**config.mk**
```make
export PLATFORM = sky130hd
export DESIGN_NAME = periph_top
export DESIGN_NICKNAME = d
export VERILOG_FILES = /design/src/verilog/periph_pkg.sv /design/src/verilog/periph_hub.sv /design/src/verilog/gpio_ctrl.sv /design/src/verilog/cmp_timer.sv /design/src/verilog/byte_regs.sv /design/src/verilog/periph_top.sv
export SDC_FILE = /design/constraint.sdc
export NUM_CORES = 1
export LEC_CHECK = 0
export ABC_AREA = 1
export ABC_CLOCK_PERIOD_IN_PS = 3940
export BUFFER_PORTS_ARGS = -buffer_cell sky130_fd_sc_hd__buf_2
export CAP_MARGIN = 0
export CORE_MARGIN = 3
export CORE_UTILIZATION = 46
export DETAILED_ROUTE_END_ITERATION = 7
export GPL_TIMING_DRIVEN = 0
export SLEW_MARGIN = 0
export SYNTH_ARGS = -nofsm -noshare
export SYNTH_HDL_FRONTEND = slang
export SYNTH_SLANG_ARGS = --single-unit
export TNS_END_PERCENT = 1
```
**constraint.sdc**
```tcl
create_clock -name clk -period 3.94 [get_ports clk]
set_input_delay 0.788 -clock clk [delete_from_list [all_inputs] [get_ports clk]]
set_output_delay 0.788 -clock clk [all_outputs]
set_load 0.01 [all_outputs]
```
**src/verilog/periph_pkg.sv**
```systemverilog
//********************************************************************
// Peripheral hub definitions
// Bus widths, access sizes, request/response structs and the address map
//********************************************************************
`default_nettype none

package periph_pkg;

    typedef logic [31:0] word_t;
    typedef logic [7:0]  byte_t;
    typedef logic [7:0]  addr_t;
    typedef logic [4:0]  offset_t;
    typedef logic [7:0]  pins_t;
    // Pin function select, bit 2 picks a simple slot, bits 1:0 the slot index
    typedef logic [2:0]  sel_t;

    // Request size codes as the core drives them, 3 means idle
    typedef enum logic [1:0] {
        ACC_BYTE = 2'd0,
        ACC_HALF = 2'd1,
        ACC_WORD = 2'd2,
        ACC_NONE = 2'd3
    } access_t;

    typedef struct packed {
        offset_t offset;
        word_t   wdata;
        access_t write;
        access_t read;
    } periph_req_t;

    typedef struct packed {
        word_t rdata;
        logic  ready;
    } periph_rsp_t;

    typedef struct packed {
        logic [3:0] offset;
        byte_t      wdata;
        logic       write;
    } simple_req_t;

    localparam int NUM_USER     = 4;
    localparam int NUM_SIMPLE   = 4;
    localparam int SLOT_GPIO    = 1;
    localparam int SLOT_TIMER_A = 2;
    localparam int SLOT_TIMER_B = 3;

    localparam offset_t TMR_COUNT   = 5'd0;
    localparam offset_t TMR_COMPARE = 5'd4;
    localparam offset_t TMR_CTRL    = 5'd8;

    localparam offset_t GPIO_OUT      = 5'd0;
    localparam offset_t GPIO_IN       = 5'd4;
    // Pin n select sits at GPIO_SEL_BASE + 2*n so all eight fit in the slot
    localparam offset_t GPIO_SEL_BASE = 5'd16;

    localparam sel_t SEL_GPIO    = 3'd1;
    localparam sel_t SEL_TIMER_A = 3'd2;

endpackage

`default_nettype wire

```
**src/verilog/periph_hub.sv**
```systemverilog
//********************************************************************
// Peripheral hub
// Address decode, request gating and registered read data for the core
//********************************************************************
`default_nettype none

module periph_hub (
    input  wire logic                    clk,
    input  wire logic                    rst_n,

    input  wire periph_pkg::addr_t       addr,
    input  wire periph_pkg::word_t       wdata,
    input  wire periph_pkg::access_t     write_n,
    input  wire periph_pkg::access_t     read_n,
    input  wire logic                    read_complete,

    output periph_pkg::word_t            rdata,
    output logic                         data_ready,

    output periph_pkg::periph_req_t      user_req [periph_pkg::NUM_USER],
    input  wire periph_pkg::periph_rsp_t user_rsp [periph_pkg::NUM_USER],

    output periph_pkg::simple_req_t      simple_req [periph_pkg::NUM_SIMPLE],
    input  wire periph_pkg::byte_t       simple_rdata [periph_pkg::NUM_SIMPLE]
);

    logic              is_simple;
    logic [1:0]        user_idx;
    logic [1:0]        simple_idx;
    logic              read_req;
    logic              write_req;

    periph_pkg::word_t sel_rdata;
    logic              sel_ready;

    logic              hold;
    logic              hold_d;
    logic              capture;
    logic              data_ready_r;
    periph_pkg::word_t rdata_r;

    // Bit 7 splits the map into user slots and simple slots
    assign is_simple  = addr[7];
    assign user_idx   = addr[6:5];
    assign simple_idx = addr[5:4];

    assign read_req  = read_n != periph_pkg::ACC_NONE;
    assign write_req = write_n != periph_pkg::ACC_NONE;

    // Only the selected user slot sees a request.
    // Reads are masked while a result is being held for the core
    always_comb begin
        for (int i = 0; i < periph_pkg::NUM_USER; i++) begin
            user_req[i].offset = addr[4:0];
            user_req[i].wdata  = wdata;
            user_req[i].write  = periph_pkg::ACC_NONE;
            user_req[i].read   = periph_pkg::ACC_NONE;
            if (!is_simple && user_idx == 2'(i)) begin
                user_req[i].write = write_n;
                if (!hold) begin
                    user_req[i].read = read_n;
                end
            end
        end
    end

    // Simple slots only ever see the low byte
    always_comb begin
        for (int i = 0; i < periph_pkg::NUM_SIMPLE; i++) begin
            simple_req[i].offset = addr[3:0];
            simple_req[i].wdata  = wdata[7:0];
            simple_req[i].write  = is_simple && simple_idx == 2'(i) && write_req;
        end
    end

    // Response of the addressed slot, simple slots are always ready
    always_comb begin
        if (is_simple) begin
            sel_rdata = {24'h0, simple_rdata[simple_idx]};
            sel_ready = 1'b1;
        end else begin
            sel_rdata = user_rsp[user_idx].rdata;
            sel_ready = user_rsp[user_idx].ready;
        end
    end

    // First ready of an active read is captured and held until read_complete
    assign capture = !hold && read_req && sel_ready;
    assign hold_d  = (hold && !read_complete) || capture;

    always_ff @(posedge clk) begin
        if (!rst_n) begin
            hold         <= 1'b0;
            data_ready_r <= 1'b0;
        end else begin
            hold         <= hold_d;
            data_ready_r <= read_req && hold_d;
        end
    end

    always_ff @(posedge clk) begin
        if (capture) begin
            rdata_r <= sel_rdata;
        end
    end

    assign rdata = rdata_r;

    // Writes never wait
    assign data_ready = data_ready_r || write_req;

endmodule

`default_nettype wire

```
**src/verilog/gpio_ctrl.sv**
```systemverilog
//********************************************************************
// GPIO controller
// Output register, per-pin function selects and the output pin mux
//********************************************************************
`default_nettype none

module gpio_ctrl (
    input  wire logic                    clk,
    input  wire logic                    rst_n,

    input  wire periph_pkg::periph_req_t req,
    output periph_pkg::periph_rsp_t      rsp,

    input  wire periph_pkg::pins_t       ui_in,
    input  wire periph_pkg::pins_t       user_pins [periph_pkg::NUM_USER],
    input  wire periph_pkg::pins_t       simple_pins [periph_pkg::NUM_SIMPLE],

    output periph_pkg::pins_t            uo_out
);

    periph_pkg::byte_t gpio_out;
    periph_pkg::sel_t  func_sel [8];

    logic              write_en;
    logic              sel_hit;
    logic [2:0]        sel_pin;

    assign write_en = req.write != periph_pkg::ACC_NONE;

    // Select registers are halfword spaced from GPIO_SEL_BASE
    assign sel_hit = (req.offset & 5'b10001) == periph_pkg::GPIO_SEL_BASE;
    assign sel_pin = req.offset[3:1];

    always_ff @(posedge clk) begin
        if (!rst_n) begin
            gpio_out <= '0;
            for (int i = 0; i < 8; i++) begin
                func_sel[i] <= (i == 7) ? periph_pkg::SEL_TIMER_A : periph_pkg::SEL_GPIO;
            end
        end else if (write_en) begin
            if (req.offset == periph_pkg::GPIO_OUT) begin
                gpio_out <= req.wdata[7:0];
            end
            if (sel_hit) begin
                func_sel[sel_pin] <= req.wdata[2:0];
            end
        end
    end

    // Reads are combinational, the hub registers them
    always_comb begin
        rsp.ready = 1'b1;
        if (req.offset == periph_pkg::GPIO_OUT) begin
            rsp.rdata = {24'h0, gpio_out};
        end else if (req.offset == periph_pkg::GPIO_IN) begin
            rsp.rdata = {24'h0, ui_in};
        end else if (sel_hit) begin
            rsp.rdata = {29'h0, func_sel[sel_pin]};
        end else begin
            rsp.rdata = '0;
        end
    end

    // Each pin takes its own bit from the peripheral its select names
    always_comb begin
        for (int i = 0; i < 8; i++) begin
            if (func_sel[i][2]) begin
                uo_out[i] = simple_pins[func_sel[i][1:0]][i];
            end else if (func_sel[i][1:0] == 2'(periph_pkg::SLOT_GPIO)) begin
                uo_out[i] = gpio_out[i];
            end else begin
                uo_out[i] = user_pins[func_sel[i][1:0]][i];
            end
        end
    end

endmodule

`default_nettype wire

```
**src/verilog/cmp_timer.sv**
```systemverilog
//********************************************************************
// Compare timer
// Free-running counter that wraps on compare, toggles a pin and flags irq
//********************************************************************
`default_nettype none

module cmp_timer #(
    parameter int COUNT_WIDTH = 16
) (
    input  wire logic                    clk,
    input  wire logic                    rst_n,

    input  wire periph_pkg::periph_req_t req,
    output periph_pkg::periph_rsp_t      rsp,

    output periph_pkg::pins_t            pins,
    output logic                         irq
);

    logic [COUNT_WIDTH-1:0] count;
    logic [COUNT_WIDTH-1:0] compare;
    logic                   enable;
    logic                   irq_r;
    logic                   toggle;
    logic                   write_en;
    periph_pkg::word_t      rd_word;

    // Merge a write of the given size into a register, upper bits dropped
    function automatic logic [COUNT_WIDTH-1:0] merge_write(
        input logic [COUNT_WIDTH-1:0] cur,
        input periph_pkg::word_t      wd,
        input periph_pkg::access_t    size
    );
        periph_pkg::word_t full;
        full = '0;
        full[COUNT_WIDTH-1:0] = cur;
        case (size)
            periph_pkg::ACC_BYTE: full[7:0] = wd[7:0];
            periph_pkg::ACC_HALF: full[15:0] = wd[15:0];
            periph_pkg::ACC_WORD: full = wd;
            default: full = full;
        endcase
        return full[COUNT_WIDTH-1:0];
    endfunction

    assign write_en = req.write != periph_pkg::ACC_NONE;

    always_ff @(posedge clk) begin
        if (!rst_n) begin
            count   <= '0;
            compare <= '1;
            enable  <= 1'b0;
            irq_r   <= 1'b0;
            toggle  <= 1'b0;
        end else begin
            if (write_en && req.offset == periph_pkg::TMR_CTRL) begin
                enable <= req.wdata[0];
                if (req.wdata[1]) begin
                    irq_r <= 1'b0;
                end
            end
            if (write_en && req.offset == periph_pkg::TMR_COMPARE) begin
                compare <= merge_write(compare, req.wdata, req.write);
            end
            // A count write wins over counting in that cycle
            if (write_en && req.offset == periph_pkg::TMR_COUNT) begin
                count <= merge_write(count, req.wdata, req.write);
            end else if (enable) begin
                if (count == compare) begin
                    count  <= '0;
                    irq_r  <= 1'b1;
                    toggle <= ~toggle;
                end else begin
                    count <= count + 1'b1;
                end
            end
        end
    end

    always_comb begin
        rd_word = '0;
        case (req.offset)
            periph_pkg::TMR_COUNT:   rd_word[COUNT_WIDTH-1:0] = count;
            periph_pkg::TMR_COMPARE: rd_word[COUNT_WIDTH-1:0] = compare;
            periph_pkg::TMR_CTRL:    rd_word[1:0] = {irq_r, enable};
            default:                 rd_word = '0;
        endcase
    end

    // Read data shows up one cycle after the request
    always_ff @(posedge clk) begin
        if (!rst_n) begin
            rsp.ready <= 1'b0;
        end else begin
            rsp.ready <= req.read != periph_pkg::ACC_NONE;
        end
    end

    always_ff @(posedge clk) begin
        rsp.rdata <= rd_word;
    end

    assign pins = {8{toggle}};
    assign irq  = irq_r;

endmodule

`default_nettype wire

```
**src/verilog/byte_regs.sv**
```systemverilog
//********************************************************************
// Simple byte register bank
// Four byte registers, register 0 drives the output pins
//********************************************************************
`default_nettype none

module byte_regs #(
    parameter periph_pkg::byte_t RESET_VALUE = 8'h00
) (
    input  wire logic                    clk,
    input  wire logic                    rst_n,

    input  wire periph_pkg::simple_req_t req,
    output periph_pkg::byte_t            rdata,
    output periph_pkg::pins_t            pins
);

    periph_pkg::byte_t regs [4];

    always_ff @(posedge clk) begin
        if (!rst_n) begin
            for (int i = 0; i < 4; i++) begin
                regs[i] <= RESET_VALUE;
            end
        end else if (req.write && req.offset[3:2] == 2'b00) begin
            regs[req.offset[1:0]] <= req.wdata;
        end
    end

    // Offsets past the bank read as all ones
    assign rdata = (req.offset[3:2] == 2'b00) ? regs[req.offset[1:0]] : 8'hFF;
    assign pins  = regs[0];

endmodule

`default_nettype wire

```
**src/verilog/periph_top.sv**
```systemverilog
//********************************************************************
// Peripheral subsystem top
// Hub, GPIO, two compare timers and four byte banks
//********************************************************************
`default_nettype none

module periph_top #(
    parameter int TIMER_A_WIDTH = 16,
    parameter int TIMER_B_WIDTH = 8
) (
    input  wire logic                clk,
    input  wire logic                rst_n,

    input  wire periph_pkg::addr_t   addr,
    input  wire periph_pkg::word_t   wdata,
    input  wire periph_pkg::access_t write_n,
    input  wire periph_pkg::access_t read_n,
    input  wire logic                read_complete,

    input  wire periph_pkg::pins_t   ui_in,
    output periph_pkg::pins_t        uo_out,

    output periph_pkg::word_t        rdata,
    output logic                     data_ready,
    output logic [1:0]               irq
);

    periph_pkg::periph_req_t user_req [periph_pkg::NUM_USER];
    periph_pkg::periph_rsp_t user_rsp [periph_pkg::NUM_USER];
    periph_pkg::simple_req_t simple_req [periph_pkg::NUM_SIMPLE];
    periph_pkg::byte_t       simple_rdata [periph_pkg::NUM_SIMPLE];
    periph_pkg::pins_t       user_pins [periph_pkg::NUM_USER];
    periph_pkg::pins_t       simple_pins [periph_pkg::NUM_SIMPLE];

    // Slot 0 is empty, GPIO drives its own pins inside gpio_ctrl
    assign user_rsp[0]  = '{rdata: '0, ready: 1'b1};
    assign user_pins[0] = '0;
    assign user_pins[periph_pkg::SLOT_GPIO] = '0;

    periph_hub u_hub (
        .clk           (clk),
        .rst_n         (rst_n),
        .addr          (addr),
        .wdata         (wdata),
        .write_n       (write_n),
        .read_n        (read_n),
        .read_complete (read_complete),
        .rdata         (rdata),
        .data_ready    (data_ready),
        .user_req      (user_req),
        .user_rsp      (user_rsp),
        .simple_req    (simple_req),
        .simple_rdata  (simple_rdata)
    );

    gpio_ctrl u_gpio (
        .clk         (clk),
        .rst_n       (rst_n),
        .req         (user_req[periph_pkg::SLOT_GPIO]),
        .rsp         (user_rsp[periph_pkg::SLOT_GPIO]),
        .ui_in       (ui_in),
        .user_pins   (user_pins),
        .simple_pins (simple_pins),
        .uo_out      (uo_out)
    );

    cmp_timer #(.COUNT_WIDTH(TIMER_A_WIDTH)) u_timer_a (
        .clk   (clk),
        .rst_n (rst_n),
        .req   (user_req[periph_pkg::SLOT_TIMER_A]),
        .rsp   (user_rsp[periph_pkg::SLOT_TIMER_A]),
        .pins  (user_pins[periph_pkg::SLOT_TIMER_A]),
        .irq   (irq[0])
    );

    cmp_timer #(.COUNT_WIDTH(TIMER_B_WIDTH)) u_timer_b (
        .clk   (clk),
        .rst_n (rst_n),
        .req   (user_req[periph_pkg::SLOT_TIMER_B]),
        .rsp   (user_rsp[periph_pkg::SLOT_TIMER_B]),
        .pins  (user_pins[periph_pkg::SLOT_TIMER_B]),
        .irq   (irq[1])
    );

    // Banks reset to 0x10, 0x20, 0x30 and 0x40
    for (genvar g = 0; g < periph_pkg::NUM_SIMPLE; g++) begin : g_bank
        byte_regs #(.RESET_VALUE(8'((g + 1) * 16))) u_bank (
            .clk   (clk),
            .rst_n (rst_n),
            .req   (simple_req[g]),
            .rdata (simple_rdata[g]),
            .pins  (simple_pins[g])
        );
    end

endmodule

`default_nettype wire

```
==> flow_summary.yaml <==
synthesis:
  syn_avg_cell_area_um2: 8.148
  synthArstFlopShare: 0
  yosysWarnings: 0
  synth_edf_count: 168
  syn_area_mm2: 0.01290
  synth_most_common_cell: "nand2_1"
  synth_ff_type: "edfxtp_1"
  netlist_top_cells_area: "edfxtp_1 (39%), dfxtp_1 (14%), nand2_1 (11%), nand3_1 (6.3%), nor2_1 (6.0%)"
  synth_common_cells: "nand2_1 (370), nor2_1 (205), inv_1 (178)"
  synth.top_cell.area_share: 0.3911
  yosys.area.top_type: "edfxtp_1"
  synthCells: 1583
  ys_ff_latch: 258
  ys_seq_area_frac: 0.5308
  ys_types: 38
cts:
  htreeDepth: 1
  cts_root_buffer: "clkbuf_16"
  numClockSinks: 258
  post_cts_buffers: 0
  clk_latency_ns: 0.56
  cts-hold-fix-buffers: 0
  cts_tree: "yes"
  ctsResizeCount: 0
  cts_buffer_depth: 3
  cts.clk_slew.worst_paths_ns: 0.06
  cts_inserted_buffers: 29
critical_path:
  cp_max_fo: 10
  cp-startpoint: "addr[0]"
  worstPathArrival_ns: 3.30
  reg2reg_slack_ns: 1.93
  worstPathRequired_ns: 4.10
  r2r-end: "u_timer_a.count[2]$_SDFFE_PN0P_"
  start_kind: "primary input"
  critPathKind: "in2reg"
  regToRegStartpoint: "u_timer_a.count[6]$_SDFFE_PN0P_"
  rr_worst_depth: 10
  setup.worst_path.end: "g_bank[0].u_bank.regs[0][7]$_SDFFCE_PN0P_"
  cp-end-kind: "register"
grt:
  grt_remaining_overflow: 0
  grt_max_degree: 15
  grt_antenna_before_repair: 0
  grt_pass1_wl_mm: 64.40
  grt_use_total: 0.2777
  grt_pass1_vias: 10649
power:
  ir_drop_v: 0.0003923
  clockPowerShare: 0.419
  p_int_uw: 4599
  power.net_switching_uw: 1538
  pwr_density_cell_mw_per_mm2: 418.8
  power.share.combinational: 0.085
  leakage_uw: 0.005881
  power_uw: 6137
  swShare: 0.2506
  p_seq_frac: 0.497
placed_design:
  port_buffers: 63
  dp_hpwl_mm: 31.68
  gp_congestion: 0.9534
  post_dp_cell_area_mm2: 0.01376
timing:
  fin_hold_ws_ns: 0.4915
  tightest_slew_ns: 1.364
  finalHoldViolations: 0
  relSlewSlack: 0.08112
  period_share: 0.7971
  timing.setup.tns_ns: 0
  setup_viol: 0
  fin_crit_ns: 3.141
  rsz0062_at_grt: "false"
  skew_ns: 0.02302
  fmax_ghz: 0.3184
  drv_slew: 0
route:
  via_count: 11497
  firstDrtPassIters: 5
  drc: 0
  initialDrtViolationCount: 1264
  post_drt_wl_per_cell_um: 20.46
  via_per_inst: 5.501
  finalWirelength_mm: 42.75
  drtAntennaViolNets: 0
floorplan:
  ios: 98
  start_util: 0.4733
  coreArea_mm2: 0.02725
  rows: 60
  die_w_um: 173.5
  die_h_um: 173.5
  fp.dieArea_mm2: 0.03008
final_layout:
  layout.nets: 1753
  syn_to_final_growth_pct: 13.60
  drive_gt1_frac: 0.1037
  final_cell_area_mm2: 0.01465
status:
  outcome: "finished clean"
flow_run:
  maxCapViolCount: 0
min_path:
  hold_class: "reg2reg"
## power groups by stage
| stage | clock, uW | sequential (uW) | combinational [uW] |
|---|---|---|---|
| 6_report | 2570 | 3050 | 519 |
| 5_1_grt | 2700 | 3060 | 558 |
| 4_1_cts | 2580 | 3050 | 512 |
| 3_5_place_dp | 0 | 3100 | 510 |
| 3_3_place_gp | 0 | 3100 | 500 |
| 2_1_floorplan | 0 | 3080 | 281 |
## per-layer routing
layer | part of all wire | wire [um] | track usage | vias to the layer above
met1 | 0.45 | 19250 | 0.4210 | 5427
met5 | 0 | 0 | 0 | -
met4 | 0.026 | 1097 | 0.07770 | 0
met2 | 0.42 | 18140 | 0.4123 | 543
met3 | 0.10 | 4271 | 0.04293 | 72
li1 | - | - | - | 5455
## flip-flops by register name, summed over array words and instances (netlist names)
register and count:
u_timer_a.count 16, u_timer_b.count 8, u_timer_b.compare 8, u_timer_b.enable 1, u_hub.hold 1, u_timer_a.toggle 1, u_timer_a.enable 1, u_timer_a.compare 16
u_timer_b.rsp 9, u_hub.data_ready_r 1, u_gpio.gpio_out 8, u_timer_a.irq 1, u_gpio.func_sel 24, g_bank.u_bank.regs 128, u_hub.rdata 16, u_timer_a.rsp 17
u_timer_b.irq 1, u_timer_b.toggle 1
## worst max-delay path, stage by stage
cell      delay, ns
buf_2          0.14
buf_2          0.22
inv_2          0.16
clkbuf_1       0.49
nand2_1        0.16
buf_2          0.25
o21ai_0        1.08
## stage by stage
stage / utilization / std cells / setup slack (ns)
final: 0.5377 / 2090 / 0.7994
after global routing: 0.5376 / 2089 / 0.6743
after CTS: 0.5376 / 2089 / 0.6401
after detailed placement: 0.5051 / 2035 / 0.06884
after global placement: 0.5040 / 2033 / -0.1301
after floorplan: - / 1598 / 1.230
## worst min-delay path by stage
stage / start / endpoint / slack (ns) / cells after the start
2_1_floorplan: u_timer_b.enable$_SDFFE_PN0P_ / u_timer_b.enable$_SDFFE_PN0P_ / 0.44 / 2
3_3_place_gp: u_timer_b.enable$_SDFFE_PN0P_ / u_timer_b.enable$_SDFFE_PN0P_ / 0.46 / 2
3_5_place_dp: u_timer_b.enable$_SDFFE_PN0P_ / u_timer_b.enable$_SDFFE_PN0P_ / 0.47 / 2
4_1_cts: wdata[15] / u_timer_a.compare[15]$_SDFFE_PN1P_ / 0.48 / 3
5_1_grt: read_n[1] / u_hub.data_ready_r$_SDFF_PN0_ / 0.51 / 4
6_report: u_timer_b.enable$_SDFFE_PN0P_ / u_timer_b.enable$_SDFFE_PN0P_ / 0.49 / 2
## cell usage in the layout, fill, tap and decap left out, types with 2 or more instances in the layout
master	synthesis	final
clkinv_1	3	10
clkbuf_1	38	48
clkbuf_16	0	30
edfxtp_1	168	168
buf_1	5	5
o211ai_1	27	27
nand4_1	19	19
a21oi_1	78	78
a32oi_1	5	5
nor2_1	205	205
buf_2	15	78
a221oi_1	3	3
a211oi_1	2	2
or2_2	4	4
xnor2_1	4	4
o221ai_1	4	4
nor2_8	2	2
nor2_2	6	6
inv_1	178	178
dfxtp_1	90	90
o21ai_1	0	11
ha_1	4	4
xor2_1	16	16
clkinv_2	0	4
nor2_4	5	5
inv_2	12	12
o21ai_0	95	84
nand2_1	370	370
nand2_2	5	5
buf_4	20	21
conb_1	1	16
nor3_2	1	2
a31oi_1	8	8
o22ai_1	13	13
nand3_1	162	162
nor3_1	10	9
## cell type report
cell class                 count  area, um^2
timing repair buffer          65       337.8
multi-input combinational   1067        4986
clock inverter                13       85.08
antenna                        1       2.502
fill                        2629       12600
sequential                   258        6847
clock buffer                  41       802.0
inverter                     193       724.4
tap                          372       465.4
buffer                        80       402.9
## cell families (layout without fill, tap and decap cells)
group,count (synthesis),after routing,share of synthesized area
fa+ha+maj,4,4,0.003880
buf+inv,273,392,0.08740
simple gates,792,792,0.2617
flops,258,258,0.5308
other cells,1,17,0.0002907
compound gates,235,235,0.1023
xor+xnor,20,20,0.01358
No activity file was read; power rests on OpenSTA's default activity.
